File: src/logic/rv_pkg.sv
// Shared definitions for the RV32I subset pipeline
// Widths, opcode constants, ALU operation codes and stage payloads
package rv_pkg;

  // Datapath and register file geometry
  localparam int XLEN       = 32;
  localparam int REG_ADDR_W = 5;
  localparam int NUM_REGS   = 32;

  // Major opcodes
  localparam logic [6:0] OPC_OP     = 7'b0110011;
  localparam logic [6:0] OPC_OP_IMM = 7'b0010011;

  // ALU operations, shared by R-type and I-type forms
  typedef enum logic [3:0] {
    ALU_ADD = 4'd0,
    ALU_SUB = 4'd1,
    ALU_AND = 4'd2,
    ALU_OR  = 4'd3,
    ALU_XOR = 4'd4,
    ALU_SLT = 4'd5,
    ALU_SLL = 4'd6,
    ALU_SRL = 4'd7
  } alu_op_e;

  // Decode to execute payload
  typedef struct packed {
    alu_op_e               alu_op;
    logic [XLEN-1:0]       op_a;
    // Either rs2 data or the sign-extended immediate
    logic [XLEN-1:0]       op_b;
    logic [REG_ADDR_W-1:0] rd;
    logic                  illegal;
  } issue_t;

  // Execute to retire payload
  typedef struct packed {
    logic [REG_ADDR_W-1:0] rd;
    logic [XLEN-1:0]       value;
    logic                  illegal;
  } exec_t;

  // Retired-result record at the core output
  typedef struct packed {
    logic [REG_ADDR_W-1:0] rd;
    logic [XLEN-1:0]       value;
    logic                  illegal;
  } retire_t;

endpackage
File: src/logic/rv_core_top.sv
// RV32I subset core
// Decode, issue register, ALU, execute register and retire around the register file
`timescale 1ns/1ps

module rv_core_top (
  input  logic            clk_i,
  input  logic            reset_i,
  input  logic            inst_valid_i,
  input  logic [31:0]     inst_i,
  output logic            inst_ready_o,
  output logic            result_valid_o,
  output rv_pkg::retire_t result_o,
  input  logic            result_ready_i
);

  // Register file ports
  logic [rv_pkg::REG_ADDR_W-1:0] raddr_a;
  logic [rv_pkg::REG_ADDR_W-1:0] raddr_b;
  logic [rv_pkg::XLEN-1:0]       rdata_a;
  logic [rv_pkg::XLEN-1:0]       rdata_b;
  logic [rv_pkg::REG_ADDR_W-1:0] waddr;
  logic [rv_pkg::XLEN-1:0]       wdata;
  logic                          we;

  // Decode to issue_q
  logic                          dec_valid;
  rv_pkg::issue_t                dec_issue;
  logic                          dec_ready;

  // issue_q through the ALU to exec_q, valid and ready bypass the ALU
  logic                          iss_valid;
  rv_pkg::issue_t                iss_data;
  logic                          iss_ready;
  rv_pkg::exec_t                 alu_result;

  // exec_q to retire
  logic                          ex_valid;
  rv_pkg::exec_t                 ex_data;
  logic                          ex_ready;

  // Scoreboard release
  logic                          free_valid;
  logic [rv_pkg::REG_ADDR_W-1:0] free_addr;

  rv_decode u_decode (
    .clk_i         (clk_i),
    .reset_i       (reset_i),
    .inst_valid_i  (inst_valid_i),
    .inst_i        (inst_i),
    .inst_ready_o  (inst_ready_o),
    .raddr_a_o     (raddr_a),
    .raddr_b_o     (raddr_b),
    .rdata_a_i     (rdata_a),
    .rdata_b_i     (rdata_b),
    .issue_valid_o (dec_valid),
    .issue_o       (dec_issue),
    .issue_ready_i (dec_ready),
    .free_valid_i  (free_valid),
    .free_addr_i   (free_addr)
  );

  rv_regfile u_regfile (
    .clk_i     (clk_i),
    .reset_i   (reset_i),
    .raddr_a_i (raddr_a),
    .rdata_a_o (rdata_a),
    .raddr_b_i (raddr_b),
    .rdata_b_o (rdata_b),
    .waddr_i   (waddr),
    .wdata_i   (wdata),
    .we_i      (we)
  );

  rv_stage_reg #(
    .payload_t (rv_pkg::issue_t)
  ) issue_q (
    .clk_i       (clk_i),
    .reset_i     (reset_i),
    .in_valid_i  (dec_valid),
    .in_data_i   (dec_issue),
    .in_ready_o  (dec_ready),
    .out_valid_o (iss_valid),
    .out_data_o  (iss_data),
    .out_ready_i (iss_ready)
  );

  rv_alu u_alu (
    .issue_i  (iss_data),
    .result_o (alu_result)
  );

  rv_stage_reg #(
    .payload_t (rv_pkg::exec_t)
  ) exec_q (
    .clk_i       (clk_i),
    .reset_i     (reset_i),
    .in_valid_i  (iss_valid),
    .in_data_i   (alu_result),
    .in_ready_o  (iss_ready),
    .out_valid_o (ex_valid),
    .out_data_o  (ex_data),
    .out_ready_i (ex_ready)
  );

  rv_retire u_retire (
    .exec_valid_i   (ex_valid),
    .exec_i         (ex_data),
    .exec_ready_o   (ex_ready),
    .waddr_o        (waddr),
    .wdata_o        (wdata),
    .we_o           (we),
    .free_valid_o   (free_valid),
    .free_addr_o    (free_addr),
    .result_valid_o (result_valid_o),
    .result_o       (result_o),
    .result_ready_i (result_ready_i)
  );

endmodule

File: src/logic/rv_retire.sv
// Retire stage
// Turns the output handshake into the register write and scoreboard release
`timescale 1ns/1ps

module rv_retire (
  // From exec_q
  input  logic                          exec_valid_i,
  input  rv_pkg::exec_t                 exec_i,
  output logic                          exec_ready_o,

  // Register file write port
  output logic [rv_pkg::REG_ADDR_W-1:0] waddr_o,
  output logic [rv_pkg::XLEN-1:0]       wdata_o,
  output logic                          we_o,

  // Scoreboard release toward decode
  output logic                          free_valid_o,
  output logic [rv_pkg::REG_ADDR_W-1:0] free_addr_o,

  // Retired-result stream
  output logic                          result_valid_o,
  output rv_pkg::retire_t               result_o,
  input  logic                          result_ready_i
);

  logic retire_hs;
  // Only legal ops with a real destination commit
  logic commit;

  assign result_valid_o = exec_valid_i;
  assign exec_ready_o   = result_ready_i;
  assign retire_hs      = exec_valid_i && result_ready_i;
  assign commit         = retire_hs && !exec_i.illegal && (exec_i.rd != '0);

  assign result_o.rd      = exec_i.rd;
  assign result_o.value   = exec_i.value;
  assign result_o.illegal = exec_i.illegal;

  // Write lands on the handshake edge
  assign waddr_o = exec_i.rd;
  assign wdata_o = exec_i.value;
  assign we_o    = commit;

  // Busy bit cleared on the same edge as the write
  assign free_valid_o = commit;
  assign free_addr_o  = exec_i.rd;

endmodule

File: src/logic/rv_alu.sv
// Integer ALU for the execute stage
// Computes the result of one issued op, purely combinational
`timescale 1ns/1ps

module rv_alu (
  input  rv_pkg::issue_t issue_i,
  output rv_pkg::exec_t  result_o
);

  logic [rv_pkg::XLEN-1:0] op_a;
  logic [rv_pkg::XLEN-1:0] op_b;
  logic [rv_pkg::XLEN-1:0] res;
  logic [4:0]              shamt;
  logic                    lt_signed;

  assign op_a  = issue_i.op_a;
  assign op_b  = issue_i.op_b;
  // Shift amount from the low 5 bits of operand b
  assign shamt = op_b[4:0];

  assign lt_signed = $signed(op_a) < $signed(op_b);

  always_comb begin
    case (issue_i.alu_op)
      rv_pkg::ALU_ADD: res = op_a + op_b;
      rv_pkg::ALU_SUB: res = op_a - op_b;
      rv_pkg::ALU_AND: res = op_a & op_b;
      rv_pkg::ALU_OR:  res = op_a | op_b;
      rv_pkg::ALU_XOR: res = op_a ^ op_b;
      // Compare result is 0 or 1
      rv_pkg::ALU_SLT: res = {{(rv_pkg::XLEN-1){1'b0}}, lt_signed};
      rv_pkg::ALU_SLL: res = op_a << shamt;
      // Logical shift, zero fill
      rv_pkg::ALU_SRL: res = op_a >> shamt;
      default:         res = '0;
    endcase
  end

  // rd and illegal pass through untouched
  assign result_o.rd      = issue_i.rd;
  assign result_o.illegal = issue_i.illegal;
  // Illegal ops retire with a zero value
  assign result_o.value   = issue_i.illegal ? '0 : res;

endmodule

File: src/logic/rv_stage_reg.sv
// One-entry pipeline register on a valid/ready stream
// Accepts new data in the same cycle its output is taken
`timescale 1ns/1ps

module rv_stage_reg #(
  parameter type payload_t = logic
) (
  input  logic     clk_i,
  input  logic     reset_i,

  // Upstream side
  input  logic     in_valid_i,
  input  payload_t in_data_i,
  output logic     in_ready_o,

  // Downstream side
  output logic     out_valid_o,
  output payload_t out_data_o,
  input  logic     out_ready_i
);

  logic     valid_q;
  payload_t data_q;

  // Room when empty or draining this cycle
  assign in_ready_o = !valid_q || out_ready_i;

  always_ff @(posedge clk_i) begin
    if (reset_i) begin
      valid_q <= 1'b0;
    end else if (in_ready_o) begin
      valid_q <= in_valid_i;
    end
  end

  // Payload only loads on an accepted transfer
  always_ff @(posedge clk_i) begin
    if (in_valid_i && in_ready_o) begin
      data_q <= in_data_i;
    end
  end

  assign out_valid_o = valid_q;
  assign out_data_o  = data_q;

endmodule

File: src/logic/rv_decode.sv
// Instruction decode with busy-bit scoreboard
// Splits the word, reads operands, stalls on busy registers, issues ops
`timescale 1ns/1ps

module rv_decode (
  input  logic                          clk_i,
  input  logic                          reset_i,

  // Instruction stream
  input  logic                          inst_valid_i,
  input  logic [31:0]                   inst_i,
  output logic                          inst_ready_o,

  // Register file read ports
  output logic [rv_pkg::REG_ADDR_W-1:0] raddr_a_o,
  output logic [rv_pkg::REG_ADDR_W-1:0] raddr_b_o,
  input  logic [rv_pkg::XLEN-1:0]       rdata_a_i,
  input  logic [rv_pkg::XLEN-1:0]       rdata_b_i,

  // Issue stream toward execute
  output logic                          issue_valid_o,
  output rv_pkg::issue_t                issue_o,
  input  logic                          issue_ready_i,

  // Scoreboard release from retire
  input  logic                          free_valid_i,
  input  logic [rv_pkg::REG_ADDR_W-1:0] free_addr_i
);

  logic [6:0]                    opcode;
  logic [2:0]                    funct3;
  logic [6:0]                    funct7;
  logic [rv_pkg::REG_ADDR_W-1:0] rs1;
  logic [rv_pkg::REG_ADDR_W-1:0] rs2;
  logic [rv_pkg::REG_ADDR_W-1:0] rd;
  logic [rv_pkg::XLEN-1:0]       imm;
  logic                          is_op;
  logic                          is_op_imm;
  logic                          legal;
  rv_pkg::alu_op_e               alu_op;
  logic [rv_pkg::NUM_REGS-1:0]   busy_q;
  logic                          hazard;
  logic                          inst_hs;

  // Instruction fields
  assign opcode = inst_i[6:0];
  assign rd     = inst_i[11:7];
  assign funct3 = inst_i[14:12];
  assign rs1    = inst_i[19:15];
  assign rs2    = inst_i[24:20];
  assign funct7 = inst_i[31:25];
  // I-type immediate, sign extended from bit 31
  assign imm    = {{(rv_pkg::XLEN-12){inst_i[31]}}, inst_i[31:20]};

  assign is_op     = (opcode == rv_pkg::OPC_OP);
  assign is_op_imm = (opcode == rv_pkg::OPC_OP_IMM);

  // Opcode, funct3 and funct7 to ALU operation
  always_comb begin
    alu_op = rv_pkg::ALU_ADD;
    legal  = 1'b0;
    if (is_op) begin
      legal = 1'b1;
      case ({funct7, funct3})
        10'b0000000_000: alu_op = rv_pkg::ALU_ADD;
        10'b0100000_000: alu_op = rv_pkg::ALU_SUB;
        10'b0000000_001: alu_op = rv_pkg::ALU_SLL;
        10'b0000000_010: alu_op = rv_pkg::ALU_SLT;
        10'b0000000_100: alu_op = rv_pkg::ALU_XOR;
        10'b0000000_101: alu_op = rv_pkg::ALU_SRL;
        10'b0000000_110: alu_op = rv_pkg::ALU_OR;
        10'b0000000_111: alu_op = rv_pkg::ALU_AND;
        default:         legal  = 1'b0;
      endcase
    end else if (is_op_imm) begin
      // Shift-immediate and SLTIU are outside the subset
      legal = 1'b1;
      case (funct3)
        3'b000:  alu_op = rv_pkg::ALU_ADD;
        3'b010:  alu_op = rv_pkg::ALU_SLT;
        3'b100:  alu_op = rv_pkg::ALU_XOR;
        3'b110:  alu_op = rv_pkg::ALU_OR;
        3'b111:  alu_op = rv_pkg::ALU_AND;
        default: legal  = 1'b0;
      endcase
    end
  end

  // Source or destination still owned by an op in flight
  // rs2 only matters for R-type, illegal ops never touch registers
  assign hazard = legal && (busy_q[rs1] || (is_op && busy_q[rs2]) || busy_q[rd]);

  assign inst_ready_o  = issue_ready_i && !hazard;
  assign issue_valid_o = inst_valid_i && !hazard;
  assign inst_hs       = inst_valid_i && inst_ready_o;

  // Operand reads
  assign raddr_a_o = rs1;
  assign raddr_b_o = rs2;

  assign issue_o.alu_op  = alu_op;
  assign issue_o.op_a    = rdata_a_i;
  assign issue_o.op_b    = is_op ? rdata_b_i : imm;
  assign issue_o.rd      = rd;
  assign issue_o.illegal = !legal;

  // Scoreboard
  // Set on issue of a register write, cleared on its retire
  always_ff @(posedge clk_i) begin
    if (reset_i) begin
      busy_q <= '0;
    end else begin
      if (free_valid_i) begin
        busy_q[free_addr_i] <= 1'b0;
      end
      if (inst_hs && legal && (rd != '0)) begin
        busy_q[rd] <= 1'b1;
      end
    end
  end

endmodule

File: src/logic/rv_regfile.sv
// Integer register file
// Two asynchronous read ports, one synchronous write port, x0 reads as zero
`timescale 1ns/1ps

module rv_regfile (
  input  logic                          clk_i,
  input  logic                          reset_i,

  // Read port A
  input  logic [rv_pkg::REG_ADDR_W-1:0] raddr_a_i,
  output logic [rv_pkg::XLEN-1:0]       rdata_a_o,
  // Read port B
  input  logic [rv_pkg::REG_ADDR_W-1:0] raddr_b_i,
  output logic [rv_pkg::XLEN-1:0]       rdata_b_o,

  // Write port
  input  logic [rv_pkg::REG_ADDR_W-1:0] waddr_i,
  input  logic [rv_pkg::XLEN-1:0]       wdata_i,
  input  logic                          we_i
);

  logic [rv_pkg::XLEN-1:0] mem_q [rv_pkg::NUM_REGS];
  // Write enable with x0 masked off
  logic                    we_nz;

  assign we_nz = we_i && (waddr_i != '0);

  // Storage, cleared on reset so every entry starts at zero
  always_ff @(posedge clk_i) begin
    if (reset_i) begin
      for (int i = 0; i < rv_pkg::NUM_REGS; i++) begin
        mem_q[i] <= '0;
      end
    end else if (we_nz) begin
      mem_q[waddr_i] <= wdata_i;
    end
  end

  // Asynchronous reads
  // x0 is forced to zero independent of the array contents
  assign rdata_a_o = (raddr_a_i == '0) ? '0 : mem_q[raddr_a_i];
  assign rdata_b_o = (raddr_b_i == '0) ? '0 : mem_q[raddr_b_i];

endmodule

File: config.mk
export PLATFORM = sky130hd
export DESIGN_NAME = rv_core_top
export DESIGN_NICKNAME = d
export VERILOG_FILES = /design/src/logic/rv_pkg.sv /design/src/logic/rv_core_top.sv /design/src/logic/rv_retire.sv /design/src/logic/rv_alu.sv /design/src/logic/rv_stage_reg.sv /design/src/logic/rv_decode.sv /design/src/logic/rv_regfile.sv
export SDC_FILE = /design/constraint.sdc
export NUM_CORES = 2
export LEC_CHECK = 0
export BUFFER_PORTS_ARGS = -buffer_cell sky130_fd_sc_hd__buf_2
export CAP_MARGIN = 10
export CORE_MARGIN = 3
export CORE_UTILIZATION = 30
export CTS_CLUSTER_DIAMETER = 80
export DETAILED_ROUTE_END_ITERATION = 8
export PLACE_DENSITY = 0.51
export SYNTH_ARGS = -nofsm -noshare
export SYNTH_HDL_FRONTEND = slang
export SYNTH_SLANG_ARGS = --single-unit
File: constraint.sdc
create_clock -name clk_i -period 15.1 [get_ports clk_i]
set_input_delay 1.51 -clock clk_i [delete_from_list [all_inputs] [get_ports clk_i]]
set_output_delay 1.51 -clock clk_i [all_outputs]
set_load 0.1 [all_outputs]
-- Word level (Yosys, flattened, before mapping)
Memory sizes are Yosys's and may differ from the RTL's. A register that Yosys moved wholly into a read port is not among the register bits.
Index checks and enable logic that the tools add are counted.
- shifts and indexed selects: 2
- bitwise operators: 6
- reductions and logical operators: 34
- add/sub/neg operators: 2
- equal/unequal tests: 20
- multiplexer cells: 32
- $lt $le $gt $ge: 7
- operator list (cell ; count):
    $pmux W32 S8 ; 1
    $mux W32 ; 6
    $and A32 B32 Y32 ; 2
    $or A32 B32 Y32 ; 2
    $eq A10 B3 Y1 const B ; 4
    $add A32 B32 Y32 ; 1
    $lt A32 B32 Y1 ; 1
    $not A32 Y32 ; 1
    $reduce_or A32 Y1 ; 1
    $shl A32 B5 Y32 ; 1
    $shr A32 B5 Y32 ; 1
    $sub A32 B32 Y32 ; 1
    $xor A32 B32 Y32 ; 1
    $lt A5 B6 Y1 const B ; 4
    $pmux W3 S7 ; 1
    $eq A4 B3 Y1 const B ; 4
    $bmux W1 S5 ; 3
    $logic_and A1 B1 Y1 ; 15
    $mux W1 ; 15
    $pmux W3 S4 ; 1
    $demux W1 S5 ; 2
    $eq A10 B1 Y1 const B ; 1
    $eq A10 B2 Y1 const B ; 1
    $eq A10 B9 Y1 const B ; 1
    18 further kinds ; 32
- bits in writable memories: 1024
- register bits: 114
- output and inout bits: 40
- logic and storage cells: 114
- input bits: 36
- memories kept: 1
- memories (memory ; words ; width ; rd ports ; clocked after memory_dff ; write ports ; line ; text):
    u_regfile.mem_q ; 32 ; 32 ; 2 ; 1 ; 32 ; rv_regfile.sv:22 ; logic [rv_pkg::XLEN-1:0] mem_q [rv_pkg::NUM_REGS];

-- Depth between registers and ports, before layout
- depth in word-level cells: 12
- mapped depth: 16
- depth with buffers taken out: 12

-- Hierarchy
Synthesis repeated with hierarchy kept, for this count alone.
- cell total of the unflattened synthesis: 5398
- area total of the unflattened synthesis: 70149.8 sq um
- modules (own cells, without submodules) (module ; seq. area each (sq um) ; instances ; area each (sq um) ; cells an instance):
    rv_regfile ; 30749.5 ; 1 ; 54232.0 ; 3502
    rv_alu ; 0.0 ; 1 ; 8346.8 ; 1305
    rv_decode ; 640.6 ; 1 ; 3453.3 ; 382
    rv_stage_reg (issue_q) ; 2242.2 ; 1 ; 2277.2 ; 79
    rv_stage_reg (exec_q) ; 1161.1 ; 1 ; 1196.1 ; 43
    rv_retire ; 0.0 ; 1 ; 644.4 ; 87

-- Least setup slack after synthesis
OpenSTA, ideal clock, no wires.
- kind: input to register
- start point: input port inst_i[20]
- end point: register issue_q.data_q, in the netlist issue_q.out_data_o[0], enable pin
- cell stages on the path: 7
- arrival: 6.293 ns
- setup slack: 8.302 ns
- setup time: 0.506 ns
- path buffers: 1
- required time: 14.594 ns
- path through: buf_4 > mux4_2 > mux4_2 > a21oi_1 > o2111ai_2 > nor2b_1 > nor2_1
- cells in the longest elaborated chain, start to end: 9
- ends and longest elaborated chain (item ; line ; text):
    start: declaration ; rv_core_top.sv:9 ; input logic [31:0] inst_i,
    $bmux W1 S5 ; rv_decode.sv:91 ; assign hazard = legal && (busy_q[rs1] || (is_op && busy_q[rs2]) || busy_q[rd]);
    $mux W1 (implied by the code) ; rv_decode.sv:91 ;
    $logic_and A1 B1 Y1 ; rv_decode.sv:91 ;
    $logic_or A1 B1 Y1 (2 in series) ; rv_decode.sv:91 ;
    $logic_and A1 B1 Y1 ; rv_decode.sv:91 ;
    $logic_not A1 Y1 ; rv_decode.sv:94 ; assign issue_valid_o = inst_valid_i && !hazard;
    $logic_and A1 B1 Y1 ; rv_decode.sv:94 ;
    $logic_and A1 B1 Y1 ; rv_stage_reg.sv:38 ; if (in_valid_i && in_ready_o) begin
    end signal: assignment ; rv_stage_reg.sv:39 ; data_q <= in_data_i;
    end: declaration ; rv_stage_reg.sv:23 ; payload_t data_q;
No other way between the ends. The select of a mux whose other input is x is not followed.
A chain may end at the register's enable or synchronous reset.

-- Worst setup path after layout
- start point: input port inst_i[20]
- end point: output port inst_ready_o
- cells in the longest elaborated chain, start to end: 8
- ends and longest elaborated chain (item ; line ; text):
    $bmux W1 S5 ; rv_decode.sv:91 ;
    $mux W1 (implied by the code) ; rv_decode.sv:91 ;
    $logic_and A1 B1 Y1 ; rv_decode.sv:91 ;
    $logic_or A1 B1 Y1 (2 in series) ; rv_decode.sv:91 ;
    $logic_and A1 B1 Y1 ; rv_decode.sv:91 ;
    $logic_not A1 Y1 ; rv_decode.sv:93 ; assign inst_ready_o = issue_ready_i && !hazard;
    $logic_and A1 B1 Y1 ; rv_decode.sv:93 ;
    end: declaration ; rv_core_top.sv:10 ; output logic inst_ready_o,
No other way between the ends. The select of a mux whose other input is x is not followed.

==> metrics.md <==
| Metric | Value |
|---|---|
| Io pins | `76` |
| Slew Limit Fails | `0` |
| Post-Place Worst Slack | `approximately 8.0 ns` |
| Post-synth ARST share | `0` |
| Post-synthesis register bit count | `about 1,200` |
| Die Wd | `between 400 and 500 um` |
| Most common cell after layout, fill and taps aside | `edfxtp_1` |
| Routed wire length per instance | `~33 um` |
| Synth Warn # | `0` |
| Top cells by area, synth | `edfxtp_1, mux4_2, and2_1` |
| Post-CTS Setup Inserts | `0` |
| Post-DRT Antenna Nets | `0` |
| Drt pass-1 iters | `8` |
| DRC Markers | `0` |
| Max-Cap Viols | `0` |
| PwrDens | `between 100 and 150 nW/um2` |
| DR vias | `~48,000` |
| CP required | `between 10 and 15 ns` |
| CTS tree | `yes` |
| Main synth FF type | `edfxtp_1` |
| Skew final | `~0.029 ns` |
| Root Buffer Master | `clkbuf_16` |
| Layout cell share with drive strength beyond 1 | `0.217` |
| VDD IR max | `around 0.00011 V` |
| Synth area leader | `edfxtp_1` |
| Worst slew margin | `0.0900` |
| Worst min path class | `register to register` |
| Slew @ Worst Pin | `between 1 and 1.5 ns` |
| Post-synth EDFFs | `approximately 1,100` |
| DIE HEIGHT | `~480 um` |
| Hold Vio Cnt, Final | `0` |
| Crit Path Max Fanout | `60` |
| Fin Setup TNS | `0 ns` |
| Clock Latency Late Sink | `~0.79 ns` |
| Commonest non-fill, non-tap cells in the layout | `edfxtp_1, and2_1, mux4_2` |
| Post-synthesis cell count | `5,192` |
| Crit-path leading delay family | `buffers and inverters` |
| CP max-delay cell | `buf_4` |
| Gr usage total | `0.224` |
| Crit. End Element | `output port` |
| Initial DRC count | `6,219` |
| Outcome | `finished, final reports clean` |
| Sequential share of the synthesized area | `0.508` |
| Synth Area per Inst | `about 13 um2` |
| Vias in the first global route | `around 47,000` |
| Worst-path clk slew | `around 0.06 ns` |
| Core area | `~230,000 um2` |
| Initial antenna violation count | `25` |
| Worst stage delay on the critical path | `0.85 ns` |
| Setup violators final | `0` |
| Tcrit/Tclk final | `0.457` |
| Drt total wl | `~270 mm` |
| Worst Path Buf+Inv | `3` |
| First-pass GRT wire length | `approximately 370 mm` |
| H-tree Lvls | `4` |
| Routed vias/inst | `5.81` |
| Maximum clock frequency | `145 MHz` |
| Hold Buf Count CTS | `0` |
| FP Rows | `about 170` |
| Lkg Pwr | `roughly 28 nW` |
| Hpwl dp | `between 150 and 200 mm` |
| Die area | `~230,000 um2` |
| Critical path type | `primary input to output port` |
| Crit path cell chain | `buf_8 -> buf_4 -> mux4_2 -> mux4_2 -> a21oi_1 -> o2111ai_2 -> nor2b_1 -> a21oi_1 -> buf_2` |
| WP data arrival | `between 5 and 6 ns` |
| Synthesized area | `68,500 um2` |
| Clock buffer depth | `3` |
| Nets | `5,229` |
| Largest net degree at the start of global routing | `95` |
| Yosys top cell area share | `0.498` |
| RSZ-0062 raised after global routing | `no` |
| IO buf count | `75` |
| Cts bufs inserted | `about 140` |
| Crit start category | `primary input` |
| Worst setup margin | `roughly 8.2 ns` |
| GRT overflow | `0` |
| Cts repair resizes | `0` |
| Final Util | `0.339` |
| GPL Wtd Cong | `~0.92` |
| Fillers | `approximately 22,000` |
| Clock sinks | `~1,200` |
| Initial core utilization | `0.303` |
| Final Critical Period | `6.91 ns` |
| Layout area overhead | `12.0%` |
| Count of different cell masters after synthesis | `95` |
-- power by group --
group	internal [mW]	total [mW]	switching (mW)	leakage [nW]
combinational	0.419	1.19	0.768	13.5
clock	1.88	3.30	1.43	2.13
sequential	3.68	3.78	0.102	11.9
-- path summary, 6_finish.rpt --
| path | start | end | slack (ns) | cells past startpoint |
|---|---|---|---|---|
| setup / recovery | inst_i[20] | inst_ready_o | 8.19 | 9 |
| hold / removal | issue_q.out_data_o[1] | exec_q.out_data_o[33] | 0.42 | 0 |
| setup reg to reg | issue_q.out_data_o[8] | exec_q.out_data_o[27] | 10.59 | 12 |
| hold reg to reg | issue_q.out_data_o[1] | exec_q.out_data_o[33] | 0.42 | 0 |
-- layer usage --
metal  share of wire  vias up  wire length [um]  GRT usage
met4           0.037        6              9850     0.0814
met3           0.095      476             25500     0.0492
met5         0.00017        -                47          0
li1                -    19700                 -          -
met2            0.46     2545            123000      0.349
met1            0.41    25000            110000      0.306
-- state kept, by name, summed over array words and instances, names as in the netlist --
name                 count
exec_q.out_data_o       38
u_regfile.mem_q       1024
issue_q.out_valid_o      1
exec_q.out_valid_o       1
u_decode.busy_q         32
issue_q.out_data_o      73
-- kinds of logic after synthesis --
| group | share of synthesized area |
|---|---|
| AOI/OAI and AO/OA | 0.0841 |
| xor gates and xnor gates | 0.00243 |
| adders and majority gates | 0.0190 |
| buffers and inverters | 0.0378 |
| DFF | 0.508 |
| muxes | 0.219 |
| other | 0.0000548 |
| and+or+nand+nor | 0.130 |
-- cells in the mapped netlist (6+ instances only) --
master and instances:
a211oi_1 36, o21ai_1 24, a22o_1 22, nor3b_1 6
buf_4 15, o221ai_1 60, or3_1 27, o32ai_1 9
a21oi_1 173, a31oi_1 27, nand4_1 10, edfxtp_1 1135
o21a_1 6, a21o_1 37, nor3_1 78, nor2_1 199
clkbuf_1 375, and3_1 7, nor2b_1 23, a22oi_1 25
a221oi_1 65, nand3_1 18, o21ai_0 91, o31ai_1 29
nand2b_1 28, o22ai_1 104, inv_1 127, mux4_2 496
a211o_1 40, dfxtp_1 34, and2_1 999, buf_2 77
o211ai_1 13, nand2_1 125, mux2i_1 274, buf_1 44
nor4_1 14, xnor2_1 16, o21bai_1 9, ha_1 101
mux2_2 93
-- per-stage QoR --
| stage | cell area, um2 | total power [mW] | hold slack, ns | cells |
|---|---|---|---|---|
| after floorplan | 68600 | 4.55 | 0.400 | 5223 |
| after global placement | 72300 | 5.00 | 0.402 | 7943 |
| after detailed placement | 72300 | 5.01 | 0.415 | 7943 |
| after CTS | 76600 | 8.30 | 0.419 | 8190 |
| after global routing | 76600 | 8.50 | 0.427 | 8192 |
| final | 76700 | 8.27 | 0.419 | 8203 |
-- cell type report --
class	instances	area (um2)	share of cell area
inverters	134	503	0.00656
diodes	13	32.5	0.000424
clock inverters	73	686	0.00894
repair buffers	240	1710	0.0223
clock buffers	174	3680	0.0480
flip-flops and latches	1169	34800	0.453
well taps	2992	3740	0.0488
multi-input cells	3408	31600	0.412
No activity file was read; power rests on OpenSTA's default activity.
